$ cat src/busPkg.sv
`default_nettype none

package busPkg;

	localparam int dataWidth = 32;
	localparam int byteSelectWidth = 4; // One bit per lane
	localparam int byteWidth = dataWidth / byteSelectWidth;

	// Byte address seen by the flash controller
	localparam int flashAddressWidth = 28;

endpackage

`default_nettype wire

$ cat src/memMapPkg.sv
`default_nettype none

package memMapPkg;

	localparam int addressWidth = 24;
	localparam int regionWidth = 4;
	localparam int offsetWidth = addressWidth - regionWidth;
	localparam int byteOffsetWidth = 2;
	localparam int wordAddressWidth = addressWidth - byteOffsetWidth;

	// Region codes in the top address nibble
	localparam logic [regionWidth-1:0] regionSram = 4'd0;
	localparam logic [regionWidth-1:0] regionFlash = 4'd1;

	// Region select and offset within the region
	typedef struct packed {
		logic [regionWidth-1:0] region;
		logic [offsetWidth-1:0] offset;
	} MapView;

	// Word index and byte lane
	typedef struct packed {
		logic [wordAddressWidth-1:0] wordAddress;
		logic [byteOffsetWidth-1:0] byteOffset;
	} WordView;

	// Same 24-bit address, read either by region or by word
	typedef union packed {
		MapView mapView;
		WordView wordView;
	} LocalAddress;

endpackage

`default_nettype wire
$ cat src/LocalMemoryInterface.sv
`default_nettype none

module LocalMemoryInterface #(
		parameter int sramAddressSize = 9
	)(
		input logic clk,
		input logic rst,

		// Core port
		input logic [memMapPkg::addressWidth-1:0] coreAddress,
		input logic [busPkg::byteSelectWidth-1:0] coreByteSelect,
		input logic coreWriteEnable,
		input logic coreReadEnable,
		input logic [busPkg::dataWidth-1:0] coreDataWrite,
		output logic [busPkg::dataWidth-1:0] coreDataRead,
		output logic coreBusy,

		// Wishbone port
		input logic [memMapPkg::addressWidth-1:0] wbAddress,
		input logic [busPkg::byteSelectWidth-1:0] wbByteSelect,
		input logic wbWriteEnable,
		input logic wbReadEnable,
		input logic [busPkg::dataWidth-1:0] wbDataWrite,
		output logic [busPkg::dataWidth-1:0] wbDataRead,
		output logic wbWriteBusy,

		// SRAM read/write port
		output logic csb0,
		output logic web0,
		output logic [busPkg::byteSelectWidth-1:0] wmask0,
		output logic [sramAddressSize-1:0] addr0,
		output logic [busPkg::dataWidth-1:0] din0,
		input logic [busPkg::dataWidth-1:0] dout0,

		// SRAM read port
		output logic csb1,
		output logic [sramAddressSize-1:0] addr1,
		input logic [busPkg::dataWidth-1:0] dout1,

		// Flash controller
		output logic [busPkg::flashAddressWidth-1:0] flashAddress,
		output logic [busPkg::byteSelectWidth-1:0] flashByteSelect,
		output logic flashWriteEnable,
		output logic flashReadEnable,
		output logic [busPkg::dataWidth-1:0] flashDataWrite,
		input logic [busPkg::dataWidth-1:0] flashDataRead,
		input logic flashBusy
	);

	import memMapPkg::*;
	import busPkg::*;

	localparam int flashWordBits = offsetWidth - byteOffsetWidth;

	LocalAddress coreAddr;
	LocalAddress wbAddr;
	logic coreFromFlash; // Last core cycle was a flash wait cycle

	assign coreAddr = coreAddress;
	assign wbAddr = wbAddress;

	wire coreAccess = coreWriteEnable || coreReadEnable;
	wire wbAccess = wbWriteEnable || wbReadEnable;

	// Region match plus no offset bits above the SRAM words
	wire coreSramHit = coreAddr.mapView.region == regionSram && coreAccess
		&& (coreAddr.mapView.offset >> (sramAddressSize + byteOffsetWidth)) == '0;
	wire wbSramHit = wbAddr.mapView.region == regionSram && wbAccess
		&& (wbAddr.mapView.offset >> (sramAddressSize + byteOffsetWidth)) == '0;
	wire coreFlashHit = coreAddr.mapView.region == regionFlash && coreAccess;

	// Both enables high counts as a read
	wire coreSramWrite = coreSramHit && !coreReadEnable;
	wire wbSramWrite = wbSramHit && !wbReadEnable;
	wire wbSramRead = wbSramHit && wbReadEnable;
	wire wbOwnsPort0 = wbSramWrite && !coreSramHit; // Core first on port 0

	assign csb0 = !(coreSramHit || wbOwnsPort0);
	assign web0 = !(coreSramWrite || wbOwnsPort0);
	assign wmask0 = coreSramHit ? coreByteSelect :
					wbOwnsPort0 ? wbByteSelect :
					'0;
	assign addr0 = coreSramHit ? coreAddr.wordView.wordAddress[sramAddressSize-1:0] :
				   wbAddr.wordView.wordAddress[sramAddressSize-1:0];
	assign din0 = coreSramHit ? coreDataWrite : wbDataWrite;

	assign csb1 = !wbSramRead;
	assign addr1 = wbAddr.wordView.wordAddress[sramAddressSize-1:0];
	assign wbDataRead = dout1;
	assign wbWriteBusy = wbSramWrite && coreSramHit;

	// Flash sees the word part of the region offset
	assign flashAddress = {{(flashAddressWidth - offsetWidth){1'b0}},
		coreAddr.wordView.wordAddress[flashWordBits-1:0], {byteOffsetWidth{1'b0}}};
	assign flashByteSelect = coreByteSelect;
	assign flashDataWrite = coreDataWrite;
	assign flashReadEnable = coreFlashHit && coreReadEnable;
	assign flashWriteEnable = coreFlashHit && coreWriteEnable && !coreReadEnable;

	always_ff @(posedge clk) begin
		if (rst)
			coreFromFlash <= 1'b0;
		else
			coreFromFlash <= coreFlashHit && flashBusy;
	end

	// Busy from the request cycle until the done cycle
	assign coreBusy = coreFlashHit && (flashBusy || !coreFromFlash);
	assign coreDataRead = coreFromFlash ? flashDataRead : dout0;

endmodule

`default_nettype wire

$ cat config.mk
export PLATFORM = sky130hd
export DESIGN_NAME = LocalMemoryInterface
export DESIGN_NICKNAME = d
export VERILOG_FILES = /design/src/busPkg.sv /design/src/memMapPkg.sv /design/src/LocalMemoryInterface.sv
export SDC_FILE = /design/constraint.sdc
export NUM_CORES = 1
export LEC_CHECK = 0
export BUFFER_PORTS_ARGS = -buffer_cell sky130_fd_sc_hd__buf_4
export CORE_AREA = 2 2 158 160
export DETAILED_ROUTE_END_ITERATION = 16
export DIE_AREA = 0 0 160 162
export GPL_ROUTABILITY_DRIVEN = 0
export PLACE_DENSITY_LB_ADDON = 0.12
export SLEW_MARGIN = 5
export SYNTH_ARGS = -nofsm -noshare
export SYNTH_HDL_FRONTEND = slang
export SYNTH_SLANG_ARGS = --single-unit
$ cat constraint.sdc
create_clock -name clk -period 2.7 [get_ports clk]
set_clock_uncertainty 0.1 [all_clocks]
set_input_delay 0.27 -clock clk [delete_from_list [all_inputs] [get_ports clk]]
set_output_delay 0.27 -clock clk [all_outputs]
set_load 0.1 [all_outputs]
; Word level (Yosys, flattened, before mapping)
; Cells that the tools add are included.
[op_classes]
n_bitwise = 0
n_lt_le_gt_ge = 0
muxes = 5
shifts = 0
n_eq_ne = 1
n_reduce_logical = 31
div_mod_pow = 0
multipliers = 0
n_addsub = 0
[op_table]
columns = cell, count
row1 = 32-bit two-way mux, 2
row2 = 20-bit zero test, 2
row3 = 1-bit logical AND, 15
row4 = 9-bit two-way mux, 1
row5 = 4-bit zero test, 2
row6 = 4-bit two-way mux, 2
row7 = 1-bit zero test, 7
row8 = 1-bit logical OR, 5
row9 = "4-bit by 1-bit == test with 1-bit output, second input constant", 1
[totals]
in_bits = 223
ff_bits = 1
elab_cells = 38
latch_bits = 0
rom_bits = 0
output_inout_bits = 189
ramBits = 0
n_memories = 0

; Depth between registers and ports, before layout
; Gate-level depths: netlist of the first run.
[depth]
depth_word = 7
ltp_mapped = 5
ltp_nobuf = 4

; Least setup slack after synthesis of the first run
; Ideal clock, no wire load.
[synth_path]
kind = input to output
start = input port coreAddress[21] in the netlist's numbering
end = output port flashWriteEnable
required_ns = 2.330
t_arrival_ns = 2.967
path_stages = 3
slack_ns = -0.637
n_path_buf = 0
cell_sequence = nor3_1 nand3_1 nor3b_1
[synth_via]
elab_chain_len = 4
[synth_rtl]
columns = item, line_no
row1 = start: declaration, LocalMemoryInterface.sv:10  ; input logic [memMapPkg::addressWidth-1:0] coreAddress,
row2 = 4-bit by 1-bit == test with 1-bit output, LocalMemoryInterface.sv:70  ; wire coreFlashHit = coreAddr.mapView.region == regionFlash && coreAccess;
row3 = 1-bit logical AND, LocalMemoryInterface.sv:70
row4 = 1-bit logical AND (2 in series), LocalMemoryInterface.sv:98  ; assign flashWriteEnable = coreFlashHit && coreWriteEnable && !coreReadEnable;
row5 = end: declaration, LocalMemoryInterface.sv:43  ; output logic flashWriteEnable,
; No other way between the ends.

; Worst setup path after layout of the first run
[layout_path]
start = input port coreAddress[12] in the netlist's numbering
end = output port din0[6] in the netlist's numbering
[layout_via]
elab_chain_len = 3
[layout_rtl]
columns = item, line_no
row1 = 20-bit zero test, LocalMemoryInterface.sv:67  ; && (coreAddr.mapView.offset >> (sramAddressSize + byteOffsetWidth)) == '0;
row2 = 1-bit logical AND, LocalMemoryInterface.sv:67
row3 = 32-bit two-way mux, LocalMemoryInterface.sv:85  ; assign din0 = coreSramHit ? coreDataWrite : wbDataWrite;
row4 = end: declaration, LocalMemoryInterface.sv:32  ; output logic [busPkg::dataWidth-1:0] din0,
; No other way between the ends.

==> metrics, run 1 <==
initial core utilization=0.0807; Worst EP required=approximately 2300 ps; hold buffers post-CTS=0; power per cell area=~330 nW/µm²; critical path's slowest cell=or4_1; die area=25900 µm²; f_max=0.395 GHz; largest net degree at the start of global routing=33; Largest stage delay, worst path=roughly 600 ps; crit path time final=between 2000 and 3000 ps; Sw Pwr=roughly 0.99 mW; post-route setup slack=around 170 ps; clk slew on worst S/H paths=0 ps; biggest regs=coreFromFlash (1); Die Ht=roughly 160 µm; Setup CP Type=in2out; dpl hpwl=roughly 9 mm; CP max FO=30; wirelength, routed=about 10 mm; Clk pwr share=0; combinational share of power=0.989; cells along the critical path=buf_4 -> or4_1 -> nor3_4 -> buf_12 -> mux2_2 -> buf_4; cell family with most CP delay=simple AND/OR/NAND/NOR gates; Area Growth Syn to Fin=112%; Port Buffers=333; CORE AREA=about 24000 µm²; Placed Cells incl. Taps=789; max FFs per register=1; GRT Total Usage=0.0675; initial antenna violation count=0; Post-route DRC=0; unrepaired setup endpoints after global routing=false; worst path arrival time=around 2200 ps; largest register by flop count=coreFromFlash; Site Rows=57; Critical Path Source=coreAddress[12]; Power Total=approximately 1.4 mW; Final Hold Viols=0; most frequent cell on the critical path=buf_4; worst hold slack=~340 ps; DR vias=between 2000 and 2500; Post-Syn Area=slightly below 2000 µm²; Cell variety after synth=24; Seq cells post-synth=1; share of post-route cells with drive strength above 1=0.873; # IOs=about 410; die width=roughly 160 µm; Ant. Diodes=0; max-cap viol count=0; Nets=690; Finished Core Util=0.171; pre-CTS setup slack=-214 ps; Avg WL per Cell=roughly 13 µm; Internal=around 0.37 mW; Ys Warns=0; drt first pass iters=4; Startpoint Class=input pin; # setup viols final=0; sequential area share after synthesis=0.0103; Fill cells=around 2800; global-route wire length before repair=14.2 mm; VDD IR max=~0.086 mV; Cells after Synth=around 230; Tcrit/Tclk final=0.937; worst min path class=in2reg; Vias/cell=3.07; Worst Path Buf+Inv=3; switching share of power=0.731; DRT iter0 DRCs=40; post-route ant nets=0; status=finished, final reports clean; Hold Crit Start=rst; total global routing overflow=0; non-filler cells, final=just under 800; crit path capture type=primary output; vias in the first global route=2466; syn_area_per_cell=roughly 8.4 µm²; Sequential Power Share=0.011; cell leakage power=~2 nW; Slew Viols, Final=0
placed cells by master, fill, tap and decap left out, types with 3 or more instances in the layout:
cell type and n:
a31o_2 4, buf_4 339, conb_1 10, inv_1 5, mux2_1 17, mux2_2 56
nor2_1 4, nor3_1 7, nor4_1 3
worst paths after layout:
kind	cells past startpoint	slack [ps]	end
worst max-delay path	6	170	din0[6]
worst min-delay path	2	340	coreFromFlash
metal layers:
layer  vias up  wire (µm)  global-route usage
met5         -          0                   0
met4         0         12             0.00164
met3         6        982              0.0143
met2       190       5740               0.140
met1      1085       3440              0.0727
li1       1145          -                   -
repair_timing:
item / CTS / global route
setup endpoints to repair: 45 / 41
gates resized for setup: 1 / 1
pin swaps: 0 / 0
setup buffers: 0 / 0
synth_stat cells:
master	n	area, µm²
nand2_1	2	7.51
or4_1	2	15.0
buf_2	1	5.00
mux2_1	17	191
inv_1	5	18.8
buf_6	4	45.0
nor4b_1	1	8.76
and3_1	2	12.5
and2_1	1	6.26
nor4_1	4	25.0
conb_1	1	3.75
mux2_2	56	631
dfxtp_1	1	20.0
nor2_1	4	15.0
buf_4	105	788
clkbuf_1	5	18.8
nor3b_1	1	7.51
or2_2	2	12.5
nand3_1	2	10.0
a31o_2	4	35.0
nand4_1	1	6.26
nor3_1	7	35.0
nor3_4	1	16.3
a21oi_1	2	10.0
through the flow:
| step | TNS [ps] | instance area (µm²) |
|---|---|---|
| floorplan | 0 | 1990 |
| global placement | -5470 | 4100 |
| detailed placement | -6680 | 4100 |
| CTS | 0 | 4110 |
| global route | 0 | 4120 |
| finish | 0 | 4120 |
power by group through the flow:
| stage | Sequential (mW) | Combinational, mW | Clock [mW] |
|---|---|---|---|
| floorplan | 0.0152 | 1.25 | 0 |
| global placement | 0.0153 | 1.35 | 0 |
| detailed placement | 0.0153 | 1.35 | 0 |
| CTS | 0.0153 | 1.35 | 0 |
| global route | 0.0153 | 1.38 | 0 |
| finish | 0.0153 | 1.34 | 0 |
logic make-up (layout without fill, tap and decap cells):
group	after synthesis	count (layout)	synth area share
flip-flops	1	1	0.0103
AO/OA/AOI/OAI	6	6	0.0232
buffers and inverters	120	345	0.450
AND/OR/NAND/NOR	30	30	0.0914
multiplexers	73	73	0.423
other	1	10	0.00193
cell type report:
class	instances	area, µm²	share of cell area
inverters	5	18.8	0.00456
multi-input cells	119	1110	0.269
flip-flops and latches	1	20.0	0.00486
well taps	324	405	0.0985
repair buffers	340	2560	0.623
(Power assumes the default switching activity.)
==> run 2: changes to the inputs <==
- CELL_PAD_IN_SITES_DETAIL_PLACEMENT: not set -> 0
- CELL_PAD_IN_SITES_GLOBAL_PLACEMENT: not set -> 1
==> run 2 against run 1 <==
Compared with the run above:
- first-iteration DRC count up 15%
- core utilization is essentially flat
- final area fell by 0.18%
- worst hold slack better by 13 ps
- routed wire length up 2.9%
- sequential share of layout area about the same
- critical endpoint is now din0[1]
- sequential cell count unchanged
- critical path depth stayed put
==> metrics, run 2 (synthesis results as in run 1) <==
status=finished, final reports clean; initial antenna violation count=0 (unchanged); DR top layer=met4; post-CTS sizing=2 (+1); CP max FO=41 (+37%); DR vias=2417 (-0.37%); # IOs=412 (unchanged); Tcrit/Tclk final=0.951 (+0.0141); post-route setup slack=133 ps (-38.1 ps); dpl hpwl=9.41 mm (+1.7%); crit path capture type=primary output; WHS Endpoint=coreFromFlash; unrepaired setup endpoints after global routing=false; die width=160 µm (unchanged); VDD IR max=0.107 mV (+25%); total setup buffers inserted after CTS=0 (unchanged); post-route ant nets=0 (unchanged); clk slew on worst S/H paths=0 ps (unchanged); drt first pass iters=2 (-2); largest register by flop count=coreFromFlash; Port Buffers=333 (unchanged); global-route wire length before repair=14.3 mm (+0.54%); Ant. Diodes=0 (unchanged); Die Ht=162 µm (unchanged); GRT Total Usage=0.0697 (+0.00223); CORE AREA=24100 µm² (unchanged); non-filler cells, final=788 (-0.13%); Setup CP Type=in2out; Worst EP required=2330 ps (about the same); Area Growth Syn to Fin=111%; Nets=689 (-0.14%); initial core utilization=0.0807 (unchanged); Startpoint Class=input pin; Slew Viols, Final=0 (unchanged); total global routing overflow=0 (unchanged); most frequent cells in the layout=338 x buf_4, 56 x mux2_2, 17 x mux2_1; worst hold slack=349 ps (+12.7 ps); pre-CTS setup slack=-300 ps (-86.5 ps); Site Rows=57 (unchanged); share of post-route cells with drive strength above 1=0.873 (about the same); Post-route DRC=0 (unchanged); total negative setup slack=0 ps (unchanged); hold buffers post-CTS=0 (unchanged); crit path time final=2570 ps (+38.1 ps); hold path cells=2 (unchanged); max FFs per register=1 (unchanged); cell leakage power=2.04 nW (-0.27%); WL met3=1.10 mm (+12%); wirelength, routed=10.5 mm (+2.9%); vias in the first global route=2468 (+0.081%); routed wire length on met2=6.23 mm (+8.6%); Final Hold Viols=0 (unchanged); DRT iter0 DRCs=46 (+15%); worst path arrival time=2200 ps (+40 ps); power per cell area=331 nW/µm² (+0.12%); max-cap viol count=0 (unchanged); Critical Path Source=coreAddress[12]; biggest regs=coreFromFlash (1); Hold Crit Start=rst; worst min path class=in2reg; Fill cells=2771 (+0.58%); f_max=0.390 GHz (-1.5%); # setup viols final=0 (unchanged); die area=25900 µm² (unchanged); largest net degree at the start of global routing=42 (+27%); M1 wire length=3.09 mm (-10%); Placed Cells incl. Taps=788 (-0.13%); Avg WL per Cell=13.3 µm (+3.1%); commonest non-fill, non-tap cell in the layout=buf_4; Vias/cell=3.07 (-0.24%)
## run 2: through the flow
stage | util | cell area, µm² | power (mW)
3_5_place_dp | 0.170 | 4090 | 1.37
4_1_cts | 0.170 | 4110 | 1.37
5_1_grt | 0.170 | 4110 | 1.40
2_1_floorplan | - | 1990 | 1.26
6_report | 0.170 | 4110 | 1.36
3_3_place_gp | 0.170 | 4090 | 1.37
## run 2: layout make-up
type	instances	area, µm²	share of cell area
Tap cell	324	405	0.0987
Inverter	5	18.8	0.00457
Timing Repair Buffer	339	2560	0.623
Multi-Input combinational cell	119	1110	0.269
Sequential cell	1	20.0	0.00487
## run 2: worst max-delay path by stage
stage | slack, ps | end | depth (start not counted)
2_1_floorplan | 100 | coreBusy | 3
3_3_place_gp | -290 | din0[1] | 8
3_5_place_dp | -300 | din0[1] | 8
4_1_cts | 90 | din0[1] | 6
5_1_grt | 40 | din0[1] | 8
6_report | 130 | din0[1] | 6
## run 2: routing by layer
metal,vias to the layer above,GRT usage
met5,-,0
met4,0,0.00450
met3,12,0.0174
met2,190,0.156
met1,1069,0.0636
li1,1146,-
## run 2: critical path, cell delays in order
cell and delay, ps:
buf_4 120, or4_1 610, nor3_4 250, buf_12 260, mux2_2 390, buf_4 240
## run 2: where the power goes
group          switching (mW)  internal, mW
combinational           0.994         0.350
clock                       0             0
sequential          0.0000253        0.0152
==> run 3: changes to the inputs <==
- ABC_AREA: not set -> 1
- CORE_AREA: 2 2 158 160 -> 2 2 159 161
- CTS_BUF_LIST: not set -> sky130_fd_sc_hd__clkbuf_8
- DIE_AREA: 0 0 160 162 -> 0 0 161 163
==> run 3 against run 2 <==
Compared with the run above:
- via count increased by 16%
- global-route usage is 0.64 points higher
- largest power group unchanged
- critical endpoint is now din0[7]
- fmax is 27% higher
- core utilization decreased by 0.42 points
- critical path type unchanged
==> metrics, run 3 <==
status=finished, final reports clean; f_max=0.495 GHz (+27%); die width=161 µm (+0.63%); largest register by flop count=coreFromFlash; Tcrit/Tclk final=0.749 (-0.202); Area contributors post-synth=buf_4 42%, nand2_1 27%, mux2_2 18%, nor2_1 3.6%, nand3_1 1.5%; Seq cells post-synth=1 (unchanged); DRT iter0 DRCs=44 (-4.3%); hold path cells=2 (unchanged); cell taking the most area after synthesis=buf_4; Area Growth Syn to Fin=108%; post-synthesis mux area share=0.183 (-0.240); largest family of logic cells by synthesized area=buffers and inverters; commonest non-fill, non-tap cell in the layout=buf_4; dpl hpwl=10.3 mm (+9.8%); total negative setup slack=0 ps (unchanged); DR vias=2802 (+16%); initial core utilization=0.0799 (-0.000792); Fill cells=2859 (+3.2%); Simple-Gate Fraction of Synth Area=0.338 (+0.246); most frequent cells in the layout=337 x buf_4, 143 x nand2_1, 32 x mux2_2; Cell variety after synth=17 (-29%); max-cap viol count=0 (unchanged); # setup viols final=0 (unchanged); Ant. Diodes=0 (unchanged); Die Ht=163 µm (+0.62%); Port Buffers=333 (unchanged); die area=26200 µm² (+1.2%); Slew Viols, Final=0 (unchanged); syn_area_per_cell=5.85 µm² (-31%); power per cell area=332 nW/µm² (+0.34%); Cells after Synth=337 (+46%); Critical Path Stages=10 (+4); post-CTS sizing=0 (-2); hold buffers post-CTS=0 (unchanged); asr flop ratio synth=0 (unchanged); GRT Total Usage=0.0761 (+0.00638); top-count cell post-synth=nand2_1; critical path's slowest cell=buf_4; crit path time final=2020 ps (-546 ps); drt first pass iters=4 (+2); cell family with most CP delay=buffers and inverters; vias in the first global route=2743 (+11%); wirelength, routed=11.7 mm (+12%); top cell type's share of synthesized area=0.415 (+0.00983); Setup CP Type=in2out; worst path arrival time=1650 ps (-550 ps); number of flops mapped to enable cells by yosys=0 (unchanged); max FFs per register=1 (unchanged); cell leakage power=2.27 nW (+11%); Post-Synth XOR/XNOR Area=0 (unchanged); crit path capture type=primary output; share of post-route cells with drive strength above 1=0.663 (-0.210); Post-route DRC=0 (unchanged); post-route setup slack=679 ps (+546 ps); Worst EP required=2330 ps (about the same); # IOs=412 (unchanged); CORE AREA=24700 µm² (+2.4%); Vias/cell=3.13 (+2.0%); total setup buffers inserted after CTS=0 (unchanged); worst min path class=in2reg; ys flop type=dfxtp_1; Compound-Gate Fraction of Synth Area=0.00508 (-0.0181); unrepaired setup endpoints after global routing=false; Avg WL per Cell=13.0 µm (-1.8%); sequential area share after synthesis=0.0102 (-0.000137); Startpoint Class=input pin; Final Hold Viols=0 (unchanged); Nets=791 (+15%); post-synthesis adder-cell area fraction=0 (unchanged); largest net degree at the start of global routing=50 (+19%); Site Rows=58 (+1.8%); global-route wire length before repair=15.6 mm (+9.5%); VDD IR max=0.105 mV (-1.8%); Largest stage delay, worst path=280 ps (-330 ps); CP max FO=26 (-37%); post-route ant nets=0 (unchanged); Ys Warns=0 (unchanged); initial antenna violation count=0 (unchanged); Post-Syn Area=1970 µm² (+1.4%); clk slew on worst S/H paths=0 ps (unchanged); synth cell count leaders=143 x nand2_1, 109 x buf_4, 32 x mux2_2; total global routing overflow=0 (unchanged); pre-CTS setup slack=578 ps (+878 ps); biggest regs=coreFromFlash (1); Worst Path Buf+Inv=4 (+1); cells along the critical path=buf_4 -> nor2_1 -> nand2_1 -> nor2_1 -> nand2_2 -> clkinv_2 -> buf_4 -> nand2_1 -> nand2_1 -> buf_4
run 3: cell types whose count changed after synthesis, sizes merged, moves of 4 or more:
cell / delta
nor4: -4
buf: +5
nor3: -5
nand2: +142
inv: +4
a31o: -4
nor2: +16
mux2: -41
nand3: +4
run 3: layer usage:
metal / GRT usage / routed length [µm] / vias up
li1: - / - / 1381
met1: 0.0672 / 3490 / 1212
met2: 0.172 / 6860 / 207
met3: 0.0229 / 1330 / 2
met4: 0.00122 / 16 / 0
met5: 0 / 0 / -
run 3: where the power goes:
group	total, mW	switching, mW	internal, mW
Clock	0	0	0
Sequential	0.0152	0.0000256	0.0152
Combinational	1.35	1.00	0.343
Total	1.36	1.00	0.358
run 3: cells by family (layout without fill, tap and decap cells):
kind of cell / after synthesis / count (layout)
and+or+nand+nor: 173 / 173
buffers and inverters: 128 / 348
muxes: 32 / 32
AOI/OAI and AO/OA: 2 / 2
other: 1 / 10
DFF: 1 / 1
run 3: worst paths after layout:
check,start,endpoint,slack (ps)
setup / recovery,coreAddress[12],din0[7],680
hold / removal,rst,coreFromFlash,340
run 3: layout make-up:
class	count	area [µm²]	share of cell area
Inverter	10	38.8	0.00946
Multi-Input combinational cell	217	1080	0.263
Sequential cell	1	20.0	0.00488
Tap cell	330	413	0.101
Timing Repair Buffer	338	2550	0.622
run 3: stage by stage:
step / instance area (µm²) / power [mW] / std cells / hold WS (ps) / utilization
after floorplan: 2010 / 1.26 / 346 / 247 / -
final: 4100 / 1.36 / 896 / 338 / 0.166
after detailed placement: 4100 / 1.37 / 896 / 343 / 0.166
after CTS: 4100 / 1.37 / 896 / 343 / 0.166
after global routing: 4100 / 1.40 / 896 / 348 / 0.166
after global placement: 4100 / 1.37 / 896 / 341 / 0.166
